### src/logic/pulp_soc_pkg.sv
/*
 * pulp soc package
 * bus widths, word types and the SoC address map shared by the
 * interconnect, its targets and the testbench model
 */

package pulp_soc_pkg;

  // bus widths
  localparam int unsigned ADDR_W = 32;
  localparam int unsigned DATA_W = 32;

  typedef logic [ADDR_W-1:0]   addr_t;
  typedef logic [DATA_W-1:0]   data_t;
  typedef logic [DATA_W/8-1:0] be_t;

  // L2 region, size comes from the L2_N_WORDS parameter
  localparam addr_t L2_BASE_ADDR = 32'h1C00_0000;

  // peripheral region
  localparam addr_t       PERIPH_BASE_ADDR = 32'h1A10_0000;
  localparam int unsigned PERIPH_N_BYTES   = 4096;

  // register byte offsets inside the peripheral region
  localparam int unsigned REG_EOC_OFFS     = 0;
  localparam int unsigned REG_INFO_OFFS    = 4;
  localparam int unsigned REG_SCRATCH_OFFS = 8;

endpackage

### src/logic/soc_bus_demux.sv
/*
 * soc bus demux
 * decodes the bus address into L2, peripherals or unmapped space and
 * routes the one-cycle response back to the issuing master
 */

`timescale 1ns/1ns

module soc_bus_demux #(
  parameter  int unsigned N_CLUSTERS = 2,
  parameter  int unsigned L2_N_WORDS = 256,
  localparam int unsigned N_MST      = N_CLUSTERS + 1,
  localparam int unsigned MST_W      = $clog2(N_MST),
  localparam int unsigned WORD_W     = $clog2(L2_N_WORDS),
  localparam int unsigned OFFS_W     = $clog2(pulp_soc_pkg::PERIPH_N_BYTES)
) (
  input  logic                               clk_i,
  input  logic                               rst_i,
  input  logic                               bus_req_i,
  input  logic                               bus_we_i,
  input  pulp_soc_pkg::addr_t                bus_addr_i,
  input  pulp_soc_pkg::data_t                bus_wdata_i,
  input  pulp_soc_pkg::be_t                  bus_be_i,
  input  logic                [MST_W-1:0]    bus_mst_i,
  output logic                               l2_req_o,
  output logic                               l2_we_o,
  output logic                [WORD_W-1:0]   l2_word_o,
  output pulp_soc_pkg::data_t                l2_wdata_o,
  output pulp_soc_pkg::be_t                  l2_be_o,
  input  logic                               l2_rsp_i,
  input  pulp_soc_pkg::data_t                l2_rdata_i,
  output logic                               periph_req_o,
  output logic                               periph_we_o,
  output logic                [OFFS_W-1:0]   periph_offs_o,
  output pulp_soc_pkg::data_t                periph_wdata_o,
  output pulp_soc_pkg::be_t                  periph_be_o,
  input  logic                               periph_rsp_i,
  input  pulp_soc_pkg::data_t                periph_rdata_i,
  output logic                [N_MST-1:0]    mst_rsp_o,
  output pulp_soc_pkg::data_t [N_MST-1:0]    mst_rdata_o,
  output logic                [N_MST-1:0]    mst_err_o
);
  import pulp_soc_pkg::*;

  localparam addr_t L2_N_BYTES = addr_t'(L2_N_WORDS * 4);

  addr_t             l2_offs;
  addr_t             periph_offs;
  logic              l2_hit;
  logic              periph_hit;
  logic              err_q;
  logic  [MST_W-1:0] mst_q;
  logic              rsp_vld;
  data_t             rsp_rdata;

  // offsets wrap below the base, so one compare per region
  assign l2_offs     = bus_addr_i - L2_BASE_ADDR;
  assign periph_offs = bus_addr_i - PERIPH_BASE_ADDR;
  assign l2_hit      = l2_offs < L2_N_BYTES;
  assign periph_hit  = periph_offs < addr_t'(PERIPH_N_BYTES);

  assign l2_req_o   = bus_req_i & l2_hit;
  assign l2_we_o    = bus_we_i;
  assign l2_word_o  = l2_offs[WORD_W+1:2];
  assign l2_wdata_o = bus_wdata_i;
  assign l2_be_o    = bus_be_i;

  assign periph_req_o   = bus_req_i & periph_hit;
  assign periph_we_o    = bus_we_i;
  assign periph_offs_o  = {periph_offs[OFFS_W-1:2], 2'b00};
  assign periph_wdata_o = bus_wdata_i;
  assign periph_be_o    = bus_be_i;

  always_ff @(posedge clk_i) begin
    if (rst_i) begin
      err_q <= 1'b0;
    end else begin
      err_q <= bus_req_i & ~l2_hit & ~periph_hit;
    end
  end

  always_ff @(posedge clk_i) begin
    if (bus_req_i) begin
      mst_q <= bus_mst_i;
    end
  end

  // unmapped accesses answer with zero data
  assign rsp_vld = l2_rsp_i | periph_rsp_i | err_q;

  always_comb begin
    rsp_rdata = '0;
    if (l2_rsp_i) begin
      rsp_rdata = l2_rdata_i;
    end else if (periph_rsp_i) begin
      rsp_rdata = periph_rdata_i;
    end
  end

  always_comb begin
    logic sel;
    for (int m = 0; m < N_MST; m++) begin
      sel            = rsp_vld && (mst_q == MST_W'(m));
      mst_rsp_o[m]   = sel;
      mst_rdata_o[m] = sel ? rsp_rdata : '0;
      mst_err_o[m]   = sel & err_q;
    end
  end

  a_single_target_rsp: assert property (@(posedge clk_i) disable iff (rst_i)
    !(l2_rsp_i && periph_rsp_i));

endmodule

### config.mk
export PLATFORM = sky130hd
export DESIGN_NAME = soc_bus_demux
export DESIGN_NICKNAME = d
export VERILOG_FILES = /design/src/logic/pulp_soc_pkg.sv /design/src/logic/soc_bus_demux.sv
export SDC_FILE = /design/constraint.sdc
export NUM_CORES = 1
export LEC_CHECK = 0
export BUFFER_PORTS_ARGS = -buffer_cell sky130_fd_sc_hd__buf_2
export CELL_PAD_IN_SITES_DETAIL_PLACEMENT = 1
export CELL_PAD_IN_SITES_GLOBAL_PLACEMENT = 2
export CORE_MARGIN = 2
export CORE_UTILIZATION = 10
export CTS_CLUSTER_SIZE = 30
export DETAILED_ROUTE_END_ITERATION = 6
export HOLD_SLACK_MARGIN = 0.06
export PLACE_DENSITY = 0.95
export RECOVER_POWER = 25
export SETUP_SLACK_MARGIN = 0.1
export SLEW_MARGIN = 5
export SYNTH_ARGS = -nofsm -noshare
export SYNTH_HDL_FRONTEND = slang
export SYNTH_SLANG_ARGS = --single-unit
### constraint.sdc
create_clock -name clk_i -period 3.4 [get_ports clk_i]
set_clock_uncertainty 0.05 [all_clocks]
set_input_delay 0.51 -clock clk_i [delete_from_list [all_inputs] [get_ports clk_i]]
set_output_delay 0.51 -clock clk_i [all_outputs]
set_load 0.03 [all_outputs]
==> results.json <==
{
  "outcome": "finished, final reports clean",
  "crit_path_start_kind": "input port",
  "rsz0062_at_grt": "no",
  "p_leak_nw": 1.35,
  "synth_top_cells_by_area": "buf_4 (42%), nor2_1 (19%), a22oi_1 (13%), nor2_2 (4.3%), buf_6 (3.9%)",
  "ys.flop_type": "edfxtp_1",
  "cts_resized": 0,
  "die_x_um": 136,
  "crit_fanout": 34,
  "synthCells": 277,
  "worstHoldStart": "bus_mst_i[1]",
  "numPortBuffers": 198,
  "setup_tns_ns": 0,
  "dp_hpwl_mm": 8.88,
  "grt_start_max_net_pins": 35,
  "die_h_um": 136,
  "setup_viol": 0,
  "place_congestion": 0.673,
  "root_buffer": "clkbuf_16",
  "yosysTopAreaCellShare": 0.422,
  "synth_edf_count": 2,
  "fin_ws_ns": 0.905,
  "synth-async-reset-ratio": 0,
  "end_kind": "primary output",
  "path_clk_slew_ns": 0.03,
  "numCtsBuffers": 3,
  "initial_core_util": 0.101,
  "cts_setup_buffers": 0,
  "critPathMostFrequentCell": "buf_2",
  "ctsLongestPathBuffers": 2,
  "wire_per_inst_um": 16.7,
  "routed_wl_mm": 10.0,
  "drt_iter0_drc": 31,
  "final_nets": 517,
  "synth_most_common_cell": "buf_4",
  "grt_overflow": 0,
  "seq_area_frac_synth": 0.0459,
  "dieArea_um2": 18500,
  "hp-class": "input port to register",
  "drive_above_1_share": 0.590,
  "max_slew_margin": 0.480,
  "syn_avg_cell_area_um2": 6.29,
  "clock_sinks": 3,
  "num_vias": 2156,
  "maxCapViolations": 0,
  "required_ns": 2.84,
  "worst_pin_slew_ns": 0.780,
  "post-route-min-period_ns": 2.49,
  "row_count": 48,
  "cp_slowest_cell": "nand3_2",
  "antenna_found_initial": 1,
  "dr.pass1.iters": 4,
  "finalHoldViolCount": 0,
  "whs_path_depth": 1,
  "yosysTopAreaCell": "buf_4",
  "drc": 0,
  "finalCritPeriodShare": 0.734,
  "yosys_warnings": 0,
  "place_ws_ns": 0.854,
  "ctsHoldBuffers": 0,
  "via_per_inst": 3.58,
  "max_freq_mhz": 401,
  "grt_pass1_vias": 2031,
  "ys_top_cells_by_count": "buf_4 (98), nor2_1 (86), a22oi_1 (31)",
  "min_to": "mst_q[1]$_DFFE_PP_",
  "yosysUniqueCellTypes": 24,
  "crit_path_max_incr_delay_ns": 0.59,
  "p_per_area_nw_per_um2": 260,
  "vdd_drop_max_v": 0.000103,
  "track_usage": 0.0950,
  "crit_arrival_ns": 1.93,
  "netlist_area_um2": 1740,
  "finalMaxSlewViolations": 0,
  "grt_first_pass_wirelength_mm": 12.9,
  "crit_start": "l2_rsp_i",
  "path_cells": "buf_2, or3_1, nand3_2, nor2_1, buf_2",
  "area_growth_pct": 33.2,
  "ys_ff_latch": 3,
  "ant_nets": 0,
  "cts_tree": "built",
  "core_um2": 17200,
  "htreeDepth": 1,
  "io_pins": 338,
  "crit_type": "input port to primary output"
}
==> layout make-up <==
cell class | instances | area, um2
antenna | 1 | 2.50
inverter | 7 | 26.3
clock buffer | 4 | 78.8
sequential | 3 | 80.1
fill | 2193 | 14900
timing repair buffer | 206 | 1050
tap | 225 | 282
multi-input combinational | 156 | 803
==> where the power goes <==
part / internal (W) / switching, W / total (W)
registers: 0.0000426 / 0.00000224 / 0.0000449
logic: 0.000115 / 0.000260 / 0.000375
clock network: 0.000154 / 0.0000295 / 0.000184
==> kinds of logic (layout without fill, tap and decap cells) <==
kind of cell	Yosys count	in the layout	synth area share
buf+inv	119	217	0.497
compound gates	35	35	0.149
other cells	1	3	0.00215
simple gates	119	119	0.307
flops	3	3	0.0459
==> flip-flops by register name (all words and copies together), names as in the netlist <==
register  cells
err_q         1
mst_q         2
==> worst max-delay path by stage <==
stage | endpoint | cells after the start | slack [ns]
6_report | mst_rdata_o[35] | 5 | 0.91
5_1_grt | mst_rdata_o[52] | 5 | 0.73
4_1_cts | mst_rdata_o[43] | 6 | 0.85
3_5_place_dp | mst_rdata_o[43] | 6 | 0.85
3_3_place_gp | mst_rdata_o[43] | 6 | 0.86
2_1_floorplan | periph_req_o | 3 | 0.75
==> worst max-delay path, delay by kind of cell <==
| family | cells | cell delay (ns) |
|---|---|---|
| buffers and inverters | 2 | 0.38 |
| and+or+nand+nor | 3 | 1.02 |
==> cells in the final DEF (no fill, tap or decap), types with 2 or more instances in the layout <==
cell	instances
clkbuf_1	2
nor4_1	4
a22oi_1	31
nor3_1	3
a21oi_1	2
conb_1	2
nor2_1	86
clkbuf_16	3
and3b_1	2
buf_4	8
buf_2	197
nor2_2	12
or3_1	4
nand2_1	2
edfxtp_1	2
nor4b_1	2
inv_1	7
==> metrics by stage <==
step	util	power [W]	std cells	hold slack [ns]	cell area, um2
after global routing	0.135	0.000643	601	0.410	2320
final	0.135	0.000603	602	0.415	2320
after global placement	0.131	0.000422	597	0.638	2240
after detailed placement	0.131	0.000426	597	0.639	2240
after CTS	0.135	0.000613	601	0.413	2320
after floorplan	-	0.000487	278	0.559	1750
==> metal layers <==
metal / track usage / share of wire / vias to the layer above / wire length, um
met2: 0.179 / 0.49 / 191 / 4920
met1: 0.0867 / 0.32 / 929 / 3210
li1: - / - / 1010 / -
met5: 0 / 0 / - / 0
met4: 0.0365 / 0.031 / 0 / 313
met3: 0.0477 / 0.16 / 26 / 1600
(Power assumes the default switching activity.)
