[src/logic/pulp_soc_pkg.sv]
/*
 * pulp soc package
 * bus widths, word types and the SoC address map shared by the
 * interconnect, its targets and the testbench model
 */

package pulp_soc_pkg;

  // bus widths
  localparam int unsigned ADDR_W = 32;
  localparam int unsigned DATA_W = 32;

  typedef logic [ADDR_W-1:0]   addr_t;
  typedef logic [DATA_W-1:0]   data_t;
  typedef logic [DATA_W/8-1:0] be_t;

  // L2 region, size comes from the L2_N_WORDS parameter
  localparam addr_t L2_BASE_ADDR = 32'h1C00_0000;

  // peripheral region
  localparam addr_t       PERIPH_BASE_ADDR = 32'h1A10_0000;
  localparam int unsigned PERIPH_N_BYTES   = 4096;

  // register byte offsets inside the peripheral region
  localparam int unsigned REG_EOC_OFFS     = 0;
  localparam int unsigned REG_INFO_OFFS    = 4;
  localparam int unsigned REG_SCRATCH_OFFS = 8;

endpackage

[src/logic/soc_bus_arbiter.sv]
/*
 * soc bus arbiter
 * one pending slot per master, round-robin grant onto the shared
 * bus and per-master outstanding tracking
 */

`timescale 1ns/1ns

module soc_bus_arbiter #(
  parameter  int unsigned N_CLUSTERS = 2,
  localparam int unsigned N_MST      = N_CLUSTERS + 1,
  localparam int unsigned MST_W      = $clog2(N_MST)
) (
  input  logic                               clk_i,
  input  logic                               rst_i,
  input  logic                [N_MST-1:0]    mst_req_i,
  input  logic                [N_MST-1:0]    mst_we_i,
  input  pulp_soc_pkg::addr_t [N_MST-1:0]    mst_addr_i,
  input  pulp_soc_pkg::data_t [N_MST-1:0]    mst_wdata_i,
  input  pulp_soc_pkg::be_t   [N_MST-1:0]    mst_be_i,
  input  logic                [N_MST-1:0]    mst_rsp_i,
  output logic                               bus_req_o,
  output logic                               bus_we_o,
  output pulp_soc_pkg::addr_t                bus_addr_o,
  output pulp_soc_pkg::data_t                bus_wdata_o,
  output pulp_soc_pkg::be_t                  bus_be_o,
  output logic                [MST_W-1:0]    bus_mst_o,
  output logic                [N_MST-1:0]    mst_busy_o
);
  import pulp_soc_pkg::*;

  logic  [N_MST-1:0] pend_vld_q;
  logic  [N_MST-1:0] pend_we_q;
  addr_t [N_MST-1:0] pend_addr_q;
  data_t [N_MST-1:0] pend_wdata_q;
  be_t   [N_MST-1:0] pend_be_q;
  logic  [N_MST-1:0] busy_q;
  logic  [MST_W-1:0] last_q;
  logic              gnt_vld;
  logic  [MST_W-1:0] gnt_idx;
  logic  [N_MST-1:0] gnt_oh;

  // search starts one past the last granted master
  always_comb begin
    int idx;
    gnt_vld = 1'b0;
    gnt_idx = '0;
    for (int k = 1; k <= N_MST; k++) begin
      idx = (int'(last_q) + k) % N_MST;
      if (!gnt_vld && pend_vld_q[idx]) begin
        gnt_vld = 1'b1;
        gnt_idx = MST_W'(idx);
      end
    end
  end

  assign gnt_oh     = gnt_vld ? (N_MST'(1) << gnt_idx) : '0;
  assign mst_busy_o = busy_q;

  always_ff @(posedge clk_i) begin
    if (rst_i) begin
      pend_vld_q <= '0;
      busy_q     <= '0;
      last_q     <= MST_W'(N_MST - 1);
      bus_req_o  <= 1'b0;
    end else begin
      pend_vld_q <= (pend_vld_q & ~gnt_oh) | mst_req_i;
      // new request wins over a response in the same cycle
      busy_q     <= (busy_q & ~mst_rsp_i) | mst_req_i;
      bus_req_o  <= gnt_vld;
      if (gnt_vld) begin
        last_q <= gnt_idx;
      end
    end
  end

  always_ff @(posedge clk_i) begin
    for (int m = 0; m < N_MST; m++) begin
      if (mst_req_i[m]) begin
        pend_we_q[m]    <= mst_we_i[m];
        pend_addr_q[m]  <= mst_addr_i[m];
        pend_wdata_q[m] <= mst_wdata_i[m];
        pend_be_q[m]    <= mst_be_i[m];
      end
    end
    if (gnt_vld) begin
      bus_we_o    <= pend_we_q[gnt_idx];
      bus_addr_o  <= pend_addr_q[gnt_idx];
      bus_wdata_o <= pend_wdata_q[gnt_idx];
      bus_be_o    <= pend_be_q[gnt_idx];
      bus_mst_o   <= gnt_idx;
    end
  end

  // only one request in flight per master
  a_one_outstanding: assert property (@(posedge clk_i) disable iff (rst_i)
    (mst_req_i & busy_q & ~mst_rsp_i) == '0);

endmodule

[config.mk]
export PLATFORM = sky130hd
export DESIGN_NAME = soc_bus_arbiter
export DESIGN_NICKNAME = d
export VERILOG_FILES = /design/src/logic/pulp_soc_pkg.sv /design/src/logic/soc_bus_arbiter.sv
export SDC_FILE = /design/constraint.sdc
export NUM_CORES = 1
export LEC_CHECK = 0
export BUFFER_PORTS_ARGS = -buffer_cell sky130_fd_sc_hd__buf_4
export CAP_MARGIN = 20
export CORE_MARGIN = 4
export CORE_UTILIZATION = 47
export CTS_CLUSTER_SIZE = 28
export DETAILED_ROUTE_END_ITERATION = 8
export PLACE_DENSITY = 0.75
export RECOVER_POWER = 100
export SYNTH_ARGS = -nofsm -noshare
export SYNTH_HDL_FRONTEND = slang
export SYNTH_SLANG_ARGS = --single-unit
[constraint.sdc]
create_clock -name clk_i -period 3 [get_ports clk_i]
set_clock_uncertainty 0.1 [all_clocks]
set_input_delay 0.75 -clock clk_i [delete_from_list [all_inputs] [get_ports clk_i]]
set_output_delay 0.75 -clock clk_i [all_outputs]
set_load 0.02 [all_outputs]
==> flow_metrics.env <==
export IMPL_met1_usage_pct=26.07
export IMPL_routabilityCongestion=0.8155
export IMPL_finish_instance_area_sq_um=14060
export IMPL_layout_setup_ws_ns=0.3002
export IMPL_relSlewSlack_pct=-34.68
export IMPL_fmax_mhz=370.4
export IMPL_leakage_nw=5.013
export IMPL_final_layout_size_suffix_gt1_share_pct=28.82
export IMPL_antenna_found_initial=0
export IMPL_syn_nets=821
export IMPL_critical_path_max_stage_delay_ns=0.40
export IMPL_overflow=0
export IMPL_finalCriticalPeriod_ns=2.700
export IMPL_grt_use_met3_pct=5.235
export IMPL_wl_um=28240
export IMPL_final_nets=1113
export IMPL_htreeDepth=1
export IMPL_ctsRootBufferMaster="clkbuf_16"
export IMPL_syn_inst=602
export IMPL_grt_first_pass_wirelength_um=42810
export IMPL_critical_path_max_fanout=20
export IMPL_hold_path_class="primary input to register"
export IMPL_finalCritPeriodShare_pct=89.99
export IMPL_violations="capacitance limit, slew limit"
export IMPL_slowest_stage="ha_1"
export IMPL_ctsHoldBuffers=0
export IMPL_cts_buffers=29
export IMPL_areaGrowthSynthToFinish_pct=28.47
export IMPL_p_per_area_nw_per_um2=996.5
export IMPL_die_x_um=160.6
export IMPL_synth_edf_count=278
export IMPL_synth_common_cells="278 x edfxtp_1, 69 x a221o_1, 69 x a22oi_1, 69 x o2bb2ai_1, 30 x clkbuf_1"
export IMPL_synth_cell_area_sq_um=10950
export IMPL_tightest_slew_ns=2.020
export IMPL_diodes=0
export IMPL_num_vias=7168
export IMPL_dr_pass1_iters=5
export IMPL_syn_area_per_cell_sq_um=18.18
export IMPL_yosysSeqAreaShare_pct=77.91
export IMPL_drtIter0Drc=468
export IMPL_ios=290
export IMPL_die_area_sq_um=25800
export IMPL_antenna_left=0
export IMPL_cts_sinks=287
export IMPL_placed_area_sq_um=13560
export IMPL_dp_slack_ns=0.3731
export IMPL_grt_max_degree=72
export IMPL_routedWlPerCell_um=22.97
export IMPL_drc_errors=0
export IMPL_synthFlopType="edfxtp_1"
export IMPL_critPathKind="register to register"
export IMPL_endpoint_kind="register"
export IMPL_rsz0062_at_grt="no"
export IMPL_cts_resized=0
export IMPL_tritoncts="done"
export IMPL_core_sq_um=22780
export IMPL_grt_util_met2_pct=35.97
export IMPL_yosysUniqueCellTypes=37
export IMPL_fin_cells=1229
export IMPL_hpwl_um=17960
export IMPL_crit_path_cell_trace="inv_1, ha_1, nor2b_1, o21ai_1, and2_0, buf_4, nand2_4, clkbuf_4"
export IMPL_hold_viol=0
export IMPL_die_h_um=160.6
export IMPL_clockBufferDepth=3
export IMPL_fin_tns_setup_ns=0
export IMPL_placedCellCount=1176
export IMPL_ys_warn_count=0
export IMPL_clk_latency_ns=0.55
export IMPL_synth_area_leader_cell="edfxtp_1"
export IMPL_std_cell_rows=55
export IMPL_ys_seq_elements=287
export IMPL_num_fill_cells=1708
export IMPL_io_buffers=289
export IMPL_first_global_vias=7683
export IMPL_power_w=0.01401
export IMPL_track_usage_pct=21.21
export IMPL_outcome="finished with violations"
export IMPL_start_util_pct=48.06
export IMPL_busiest_layer="met2"
export IMPL_finalMaxSlewViolations=63
export IMPL_clkSlewWorstSetupHoldPaths_ns=0.06
export IMPL_critPathLaunchType="register"
export IMPL_arrival_ns=2.83
export IMPL_yosysMostFrequentCell="edfxtp_1"
export IMPL_required_ns=3.13
export IMPL_async_flop_share_pct=0
export IMPL_cts_setup_buffers=0
export IMPL_vias_per_cell=5.832
export IMPL_synth_area_leaders="edfxtp_1 76%, a221o_1 6.3%, o2bb2ai_1 5.5%, a22oi_1 4.7%, dfxtp_1 1.6%"
export IMPL_synth_top_area_share_pct=76.26
export IMPL_setup_violations_final=0
export IMPL_drv_cap=2
export IMPL_irDropWorstVdd_mv=0.8500
## layout by cell type (no fill, tap or decap), drive strengths merged, types with 8 or more instances in the layout
cell type | netlist | layout
clkbuf | 30 | 323
inv | 9 | 10
a221o | 69 | 69
dfxtp | 9 | 9
buf | 16 | 19
clkinv | 0 | 11
a21oi | 10 | 10
a22oi | 69 | 69
o2bb2ai | 69 | 69
edfxtp | 278 | 278
o21ai | 8 | 8
## cell families after synthesis
kind of cell | after synthesis | synth area share (%)
adders and majority gates | 4 | 0.4572
AOI/OAI and AO/OA | 236 | 18.38
DFF | 287 | 77.91
muxes | 2 | 0.1829
and+or+nand+nor | 18 | 0.8687
buffers and inverters | 55 | 2.206
## power breakdown
group	internal [W]	switching [W]	leakage, nW	total [W]
combinational	0.00154	0.00317	1.78	0.00471
sequential	0.00561	0.000289	2.81	0.00590
clock	0.00195	0.00146	0.429	0.00341
## worst paths after layout
check | start | endpoint | slack (ns) | cells past startpoint
hold reg to reg | mst_busy_o[1] | mst_busy_o[1] | 0.37 | 2
hold / removal | mst_be_i[10] | pend_be_q[10] | 0.30 | 1
setup reg to reg | last_q[0] | bus_wdata_o[8] | 0.30 | 8
setup / recovery | last_q[0] | bus_wdata_o[8] | 0.30 | 8
## through the flow
step	utilization, %	hold WS (ns)
4_1_cts	63.46	0.2491
6_report	61.74	0.2968
3_3_place_gp	59.51	0.3626
3_5_place_dp	59.51	0.3664
5_1_grt	61.74	0.2717
2_1_floorplan	-	0.4125
## layer usage
layer | part of all wire [%] | routed length, um
met1 | 38 | 10630
met2 | 49 | 13860
met3 | 9.4 | 2656
met4 | 3.9 | 1094
met5 | 0 | 0
## state kept, by name, summed over array words and instances, names as in the netlist
register and count:
last_q 2, bus_req_o 1, pend_wdata_q 96, bus_we_o 1, bus_addr_o 32, bus_be_o 4, pend_addr_q 96, mst_busy_o 3
pend_vld_q 3, bus_mst_o 2, bus_wdata_o 32, pend_be_q 12, pend_we_q 3
## worst max-delay path: cells and delay by family, from the launching register on
kind	cells	cell delay, ns
buffers and inverters	3	0.66
AND/OR/NAND/NOR	3	0.53
AO/OA/AOI/OAI	1	0.36
adder cells (fa/ha/maj)	1	0.40
flip-flops	1	0.33
## cell type report
cell class	instances	area (sq um)	area share, %
multi-input combinational	260	2235	15.89
inverter	9	33.78	0.2402
tap	313	391.6	2.785
clock buffer	35	748.2	5.320
sequential	287	8528	60.64
clock inverter	18	151.4	1.077
timing repair buffer	307	1976	14.05
Power figures use the tool's default switching activity.
