[src/logic/pulp_soc_pkg.sv]
/*
 * pulp soc package
 * bus widths, word types and the SoC address map shared by the
 * interconnect, its targets and the testbench model
 */

package pulp_soc_pkg;

  // bus widths
  localparam int unsigned ADDR_W = 32;
  localparam int unsigned DATA_W = 32;

  typedef logic [ADDR_W-1:0]   addr_t;
  typedef logic [DATA_W-1:0]   data_t;
  typedef logic [DATA_W/8-1:0] be_t;

  // L2 region, size comes from the L2_N_WORDS parameter
  localparam addr_t L2_BASE_ADDR = 32'h1C00_0000;

  // peripheral region
  localparam addr_t       PERIPH_BASE_ADDR = 32'h1A10_0000;
  localparam int unsigned PERIPH_N_BYTES   = 4096;

  // register byte offsets inside the peripheral region
  localparam int unsigned REG_EOC_OFFS     = 0;
  localparam int unsigned REG_INFO_OFFS    = 4;
  localparam int unsigned REG_SCRATCH_OFFS = 8;

endpackage

[src/logic/soc_peripherals.sv]
/*
 * soc peripherals
 * end-of-computation, cluster info and scratch registers,
 * one-cycle response to every access
 */

`timescale 1ns/1ns

module soc_peripherals #(
  parameter  int unsigned N_CLUSTERS = 2,
  localparam int unsigned OFFS_W     = $clog2(pulp_soc_pkg::PERIPH_N_BYTES)
) (
  input  logic                          clk_i,
  input  logic                          rst_i,
  input  logic                          req_i,
  input  logic                          we_i,
  input  logic             [OFFS_W-1:0] offs_i,
  input  pulp_soc_pkg::data_t           wdata_i,
  input  pulp_soc_pkg::be_t             be_i,
  output logic                          rsp_o,
  output pulp_soc_pkg::data_t           rdata_o,
  output logic         [N_CLUSTERS-1:0] cl_eoc_o
);
  import pulp_soc_pkg::*;

  logic  [N_CLUSTERS-1:0] eoc_q;
  data_t                  scratch_q;
  data_t                  rd_val;

  always_comb begin
    case (offs_i)
      OFFS_W'(REG_EOC_OFFS):     rd_val = data_t'(eoc_q);
      OFFS_W'(REG_INFO_OFFS):    rd_val = data_t'(N_CLUSTERS);
      OFFS_W'(REG_SCRATCH_OFFS): rd_val = scratch_q;
      default:                   rd_val = '0;
    endcase
  end

  always_ff @(posedge clk_i) begin
    if (rst_i) begin
      eoc_q     <= '0;
      scratch_q <= '0;
      rsp_o     <= 1'b0;
    end else begin
      rsp_o <= req_i;
      if (req_i && we_i && offs_i == OFFS_W'(REG_EOC_OFFS)) begin
        // one eoc bit per cluster, gated by its byte lane
        for (int i = 0; i < N_CLUSTERS; i++) begin
          if (be_i[i / 8]) begin
            eoc_q[i] <= wdata_i[i];
          end
        end
      end
      if (req_i && we_i && offs_i == OFFS_W'(REG_SCRATCH_OFFS)) begin
        for (int b = 0; b < DATA_W / 8; b++) begin
          if (be_i[b]) begin
            scratch_q[8*b +: 8] <= wdata_i[8*b +: 8];
          end
        end
      end
    end
  end

  always_ff @(posedge clk_i) begin
    if (req_i) begin
      rdata_o <= rd_val;
    end
  end

  assign cl_eoc_o = eoc_q;

endmodule

[config.mk]
export PLATFORM = sky130hd
export DESIGN_NAME = soc_peripherals
export DESIGN_NICKNAME = d
export VERILOG_FILES = /design/src/logic/pulp_soc_pkg.sv /design/src/logic/soc_peripherals.sv
export SDC_FILE = /design/constraint.sdc
export NUM_CORES = 1
export LEC_CHECK = 0
export BUFFER_PORTS_ARGS = -buffer_cell sky130_fd_sc_hd__buf_4
export CORE_AREA = 2 2 78 117
export DETAILED_ROUTE_END_ITERATION = 6
export DIE_AREA = 0 0 80 119
export PLACE_DENSITY = 0.59
export SETUP_SLACK_MARGIN = 0.02
export SKIP_LAST_GASP = 1
export SYNTH_ARGS = -nofsm -noshare
export SYNTH_HDL_FRONTEND = slang
export SYNTH_SLANG_ARGS = --single-unit
[constraint.sdc]
create_clock -name clk_i -period 2.5 [get_ports clk_i]
set_clock_uncertainty 0.1 [all_clocks]
set_input_delay 0.75 -clock clk_i [delete_from_list [all_inputs] [get_ports clk_i]]
set_output_delay 0.75 -clock clk_i [all_outputs]
set_load 0.02 [all_outputs]
==> results.md, run 1 <==
- Worst path max stage delay: roughly 550 ps
- Slowest CP cell: or4_1
- Hold Path Class: reg2reg
- Vias in the first global route: 1889
- Worst EP required: 2640 ps
- Endpoints failing setup: 0
- Post-layout util: about 47%
- Post-CTS Resized: 0
- Core Area: about 8600 sq um
- Post-layout instance area: between 4000 and 5000 sq um
- Post-Synthesis Cells: around 230
- Via/cell ratio: ~4.4
- Die width: 80 um
- Worst slack at placement: -38.96 ps
- Synthesized area per cell: between 10 and 15 sq um
- Final nets: between 300 and 400
- Min Tclk post-route: between 2000 and 2500 ps
- RSZ-0062 raised after global routing: false
- FF-to-FF path depth: 2
- Syn Nets: roughly 290
- Antenna violations before repair: 0
- Root buffer cell: clkbuf_16
- R2r setup slk: 1580 ps
- Port buffer count: 86
- Synth-to-Final Area Change: 40.07%
- Post-synthesis cell type count: 23
- CP Launch Type: input pin
- # rows: 42
- Htree depth: 3
- CP max FO: 8
- Commonest non-fill, non-tap cells in the layout: 89 x buf_4, 66 x nand2b_1, 35 x mux2i_1, 35 x dfxtp_1, 32 x edfxtp_1
- WL final: roughly 5.6 mm
- Fin crit share: between 80% and 90%
- P_leak: around 1.6 nW
- DRT Pass-1 Iters: 4
- Post-route DRC: 0
- First-pass GRT wire length: slightly above 9 mm
- Worst skew pair latency: between 300 and 400 ps
- Crit path DAT: between 2000 and 2500 ps
- Postcts setup bufs: 0
- Reg clk slew, reported paths: 50 ps
- Die area: 9520 sq um
- Initial Utilization: 33.41%
- Outcome: finished, final reports clean
- Final Hold Fails: 0
- Max-slew headroom: a little under 70%
- PnR Total Power: 0.002583 W
- Post-synthesis register bit count: 67
- Diodes inserted: 0
- CTS tree: built
- Max Fclk: roughly 460 MHz
- Sequential area share after synthesis: roughly 58%
- Clock Sinks: between 60 and 70
- Syn. warnings: 0
- Chip height: 119 um
- Final max-slew violation count: 0
- Most used cell, CP: buf_4
- Iter 0 DRT Violations: just under 60
- Largest net degree at the start of global routing: 68
- WHS: 363.8 ps
- Max-Cap Viols: 0
- Share of cells above drive strength 1: approximately 35%
- Congestion Overflow GR: 0
- Crit Path Class: in2reg
- Setup ws final: between 300 and 400 ps
- R2R Path End: rdata_o[1]$_DFFE_PP_
- Setup crit end: scratch_q[26]$_SDFFE_PP0P_
- Vias: about 1900
- Placed Area: roughly 3700 sq um
- ANT nets after route: 0
- Synth top area cells: edfxtp_1 33%, dfxtp_1 24%, nand2b_1 14%
- DP HPWL: 3.883 mm
- Routed WL per cell: 12.82 um
- Critical Path, Cell by Cell: buf_4, or4_1, buf_4, nor4_4, buf_12, mux2i_1
- GRT Resource Usage Total: around an eighth
- Total CTS buffers: 9
- Max rail drop VDD: approximately 0.30 mV
- Commonest non-fill, non-tap cell in the layout: buf_4
- Clock Path Buffers: 2
- Synth Cell Area: between 2000 and 3000 sq um
- IO Count: slightly below 90
- Pwr/cell area: approximately 640 nW/um^2
- Yosys top cell by area: edfxtp_1
- Worst-Margin Slew: about 500 ps
- Hold buffer count at CTS: 0
- Crit path launch: offs_i[7]
- Crit path capture type: register
- Post-synth top area share: between 30% and 40%
- Reg-to-Reg Start: cl_eoc_o[1]$_SDFFE_PP0P_
- RD Place Congestion: around 0.83
-- worst max-delay path: cells and delay by family --
kind | cells | cell delay (ps)
buffers and inverters | 3 | 490
multiplexers | 1 | 180
AND/OR/NAND/NOR | 2 | 880
-- metrics by stage --
| step | cells | setup TNS (ps) |
|---|---|---|
| 4_1_cts | 440 | 0 |
| 5_1_grt | 440 | 0 |
| 3_3_place_gp | 424 | -99.72 |
| 6_report | 440 | 0 |
| 3_5_place_dp | 424 | -240.3 |
| 2_1_floorplan | 233 | 0 |
-- worst min-delay path by stage --
stage                                          start                         end  slack [ps]  depth (start not counted)
after floorplan           scratch_q[11]$_SDFFE_PP0P_  scratch_q[11]$_SDFFE_PP0P_         340                          2
after global placement    scratch_q[19]$_SDFFE_PP0P_  scratch_q[19]$_SDFFE_PP0P_         350                          2
after detailed placement  scratch_q[13]$_SDFFE_PP0P_  scratch_q[13]$_SDFFE_PP0P_         360                          2
after CTS                  scratch_q[7]$_SDFFE_PP0P_   scratch_q[7]$_SDFFE_PP0P_         370                          2
after global routing      scratch_q[30]$_SDFFE_PP0P_  scratch_q[30]$_SDFFE_PP0P_         380                          2
final                     scratch_q[18]$_SDFFE_PP0P_  scratch_q[18]$_SDFFE_PP0P_         360                          2
-- cells in the mapped netlist --
master    count
buf_4         1
or4_4         1
clkbuf_1     10
a21oi_1       1
or2b_1        1
or3_1         1
nand3b_1      1
nor3_1        1
nand2b_1     66
edfxtp_1     32
or4b_1        1
and2_1       30
or4_1         2
nor4_4        4
nor2b_1       1
o21bai_1      1
mux2i_1      35
nand3_1       4
or2_2         1
buf_6         1
dfxtp_1      35
buf_2         1
nor4_1        2
-- state kept, by name (all words and copies together) (netlist names) --
| signal | count |
|---|---|
| rdata_o | 32 |
| scratch_q | 32 |
| rsp_o | 1 |
| cl_eoc_o | 2 |
-- final cells by class --
class,instances,area [sq um]
Multi-Input combinational cell,153,1162
Sequential cell,67,1662
Tap cell,110,137.6
Fill cell,822,4586
Clock buffer,16,302.8
Timing Repair Buffer,94,768.2
-- per-layer routing --
| metal | vias to the layer above | global-route usage, % | routed length [um] |
|---|---|---|---|
| met5 | - | 0 | 0 |
| li1 | 971 | - | - |
| met2 | 54 | 20.83 | 2913 |
| met3 | 7 | 4.318 | 272 |
| met1 | 888 | 14.83 | 2354 |
| met4 | 0 | 6.038 | 100 |
-- power breakdown --
part           internal [W]  switching, W  leakage (nW)
combinational      0.000101     0.0000853         0.825
sequential          0.00117    0.00000595         0.611
clock              0.000814      0.000410         0.148
total               0.00208      0.000501          1.58
-- logic make-up after synthesis --
group,share of synthesized area (%)
multiplexers,12.17
AO/OA/AOI/OAI,0.4345
flip-flops,57.71
AND/OR/NAND/NOR,27.55
buffers and inverters,2.130
No activity file was read; power rests on OpenSTA's default activity.
==> run 2, diff against run 1 <==
Settings changed: BUFFER_PORTS_ARGS -buffer_cell sky130_fd_sc_hd__buf_4 to default, DONT_BUFFER_PORTS from default to 1, PLACE_DENSITY 0.59 to 0.51.
Clock period 2.5 ns to 2.71 ns, I/O delays scaled along.
==> run 2 against run 1 <==
  * Design area decreased by 17%
  * Sequential share of layout area increased by 8.7 points
  * Non-clock buffer count decreased by 86
  * Combinational power decreased by 78%
  * Register-to-register slack improved by 110 ps
  * Cell count decreased by 20%
  * Die area unchanged
  * Flip-flop and latch count unchanged
  * Critical endpoint is now rdata_o[15]$_DFFE_PP_
  * Largest power group is now sequential cells
==> results.md, run 2 (same netlist as run 1, synthesis figures left out) <==
- Final Hold Fails: 0 (unchanged)
- Buffers & Inverters on Critical Path: 2 (-1)
- Via/cell ratio: 4.627 (+6.0%)
- Placed Area: 3047 sq um (-18%)
- CTS tree: built
- Met3 WL: 270 um (-0.74%)
- Vias in the first global route: 1631 (-14%)
- DRT Pass-1 Iters: 4 (unchanged)
- Initial Utilization: 33.41% (unchanged)
- WHS: 363.0 ps (-0.7330 ps)
- WL final: 5.573 mm (-1.2%)
- Post-route DRC: 0 (unchanged)
- Hold buffer count at CTS: 0 (unchanged)
- Commonest non-fill, non-tap cell in the layout: nand2b_1
- Die width: 80 um (unchanged)
- Slowest CP cell: or4_1
- RD Place Congestion: 0.7095 (-14%)
- Met2 routed wirelength: 2.770 mm (-4.9%)
- Top sig layer: met4
- Most used cell, CP: buf_4
- Worst EP required: 2790 ps (+150 ps)
- Post-Route Setup TNS: 0 ps (unchanged)
- ANT nets after route: 0 (unchanged)
- Die area: 9520 sq um (unchanged)
- Critical Path, Cell by Cell: or4_1, buf_4, nor4_2, buf_4, and2_1
- Hold Path Class: reg2reg
- Pwr/cell area: 677.0 nW/um^2 (+5.7%)
- Final nets: 291 (-23%)
- Total CTS buffers: 9 (unchanged)
- Outcome: finished, final reports clean
- Layout Cells excl Fill: 354 (-20%)
- IO Count: 87 (unchanged)
- Max Fclk: between 400 and 500 MHz
- Crit path DAT: 2190 ps (-120 ps)
- Crit path launch: offs_i[7]
- Min Tclk post-route: 2108 ps
- P_leak: 1.145 nW (-28%)
- Clock Sinks: 67 (unchanged)
- Max rail drop VDD: 0.3509 mV (+17%)
- Reg-to-Reg Start: cl_eoc_o[0]$_SDFFE_PP0P_
- Placed Cells: 338 (-20%)
- Max-slew headroom: 76.22% (+8.7 points)
- Synth-to-Final Area Change: 15.56%
- Commonest non-fill, non-tap cells in the layout: 66 x nand2b_1, 35 x mux2i_1, 35 x dfxtp_1
- Endpoints failing setup: 0 (unchanged)
- Iter 0 DRT Violations: 58 (unchanged)
- Clock Path Buffers: 2 (unchanged)
- Chip height: 119 um (unchanged)
- Post-layout util: 38.60% (-8.2 points)
- Hold path start: scratch_q[2]$_SDFFE_PP0P_
- CP max FO: 16 (+8)
- Postcts setup bufs: 0 (unchanged)
- Worst path max stage delay: 520 ps (-30 ps)
- Worst-Margin Slew: 356.7 ps (-131.2 ps)
- Routed WL per cell: 15.74 um (+23%)
- Congestion Overflow GR: 0 (unchanged)
- Largest net degree at the start of global routing: 68 (unchanged)
- Crit path capture type: register
- Final max-slew violation count: 0 (unchanged)
- Core Area: 8618 sq um (unchanged)
- CP Launch Type: input pin
- Worst skew pair latency: 320 ps (about the same)
- Port buffer count: 0 (-100%)
- Antenna violations before repair: 0 (unchanged)
- Reg clk slew, reported paths: 50 ps (about the same)
- # rows: 42 (unchanged)
- DP HPWL: 3.587 mm (-7.6%)
- Crit Path Class: in2reg
- Fin crit share: a little under 80%
- RSZ-0062 raised after global routing: false
- Post-CTS Resized: 0 (unchanged)
- Max-Cap Viols: 0 (unchanged)
- Diodes inserted: 0 (unchanged)
- Htree depth: 3 (unchanged)
- Share of cells above drive strength 1: 11.07% (-23 points)
- Top Family by Delay on Critical Path: simple AND/OR/NAND/NOR gates
- Post-layout instance area: 3327 sq um (-17%)
- Root buffer cell: clkbuf_16
- First-pass GRT wire length: 8.507 mm (-7.1%)
- Vias: 1638 (-15%)
- GRT Resource Usage Total: 12.26% (-0.52 points)
- Met1 Wirelength: 2.402 mm (+2.0%)
[run 2: changes by cell type in the layout (fill, tap and decap cells not counted), sizes merged]
cell | before | now
buf | 94 | 8
bufinv | 0 | 1
clkbuf | 16 | 13
clkinv | 0 | 2
[run 2: final cells by class]
type                    instances  area (sq um)
clock buffers                  13         240.2
clock inverters                 3         40.04
repair buffers                  8         85.08
multi-input cells             153          1162
flip-flops and latches         67          1662
well taps                     110         137.6
fillers                       848          5291
[run 2: stage by stage]
stage / total power [W] / worst slack [ps]
finish: 0.002252 / 602.3
global route: 0.002333 / 539.7
CTS: 0.002290 / 594.1
detailed placement: 0.001172 / 261.4
global placement: 0.001172 / 230.9
floorplan: 0.001172 / 255.6
[run 2: worst min-delay path: stages (launching register included)]
cell and delay, ps:
dfxtp_1 300, nand2b_1 60, mux2i_1 50
[run 2: layer usage]
layer / track usage, % / vias to the layer above
li1: - / 803
met1: 15.26 / 770
met2: 18.85 / 55
met3: 4.242 / 10
met4: 5.720 / 0
met5: 0 / -
[run 2: report_power, final]
part / internal [W] / switching [W]
clock: 0.000710 / 0.000393
sequential: 0.00108 / 0.0000300
combinational: 0.0000261 / 0.0000156
total: 0.00181 / 0.000439
[run 2: final timing paths]
check        slack, ps                         to  depth (start not counted)
max                600      rdata_o[15]$_DFFE_PP_                          5
max reg2reg       1690       rdata_o[0]$_DFFE_PP_                          2
min                360  scratch_q[2]$_SDFFE_PP0P_                          2
min reg2reg        360  scratch_q[2]$_SDFFE_PP0P_                          2
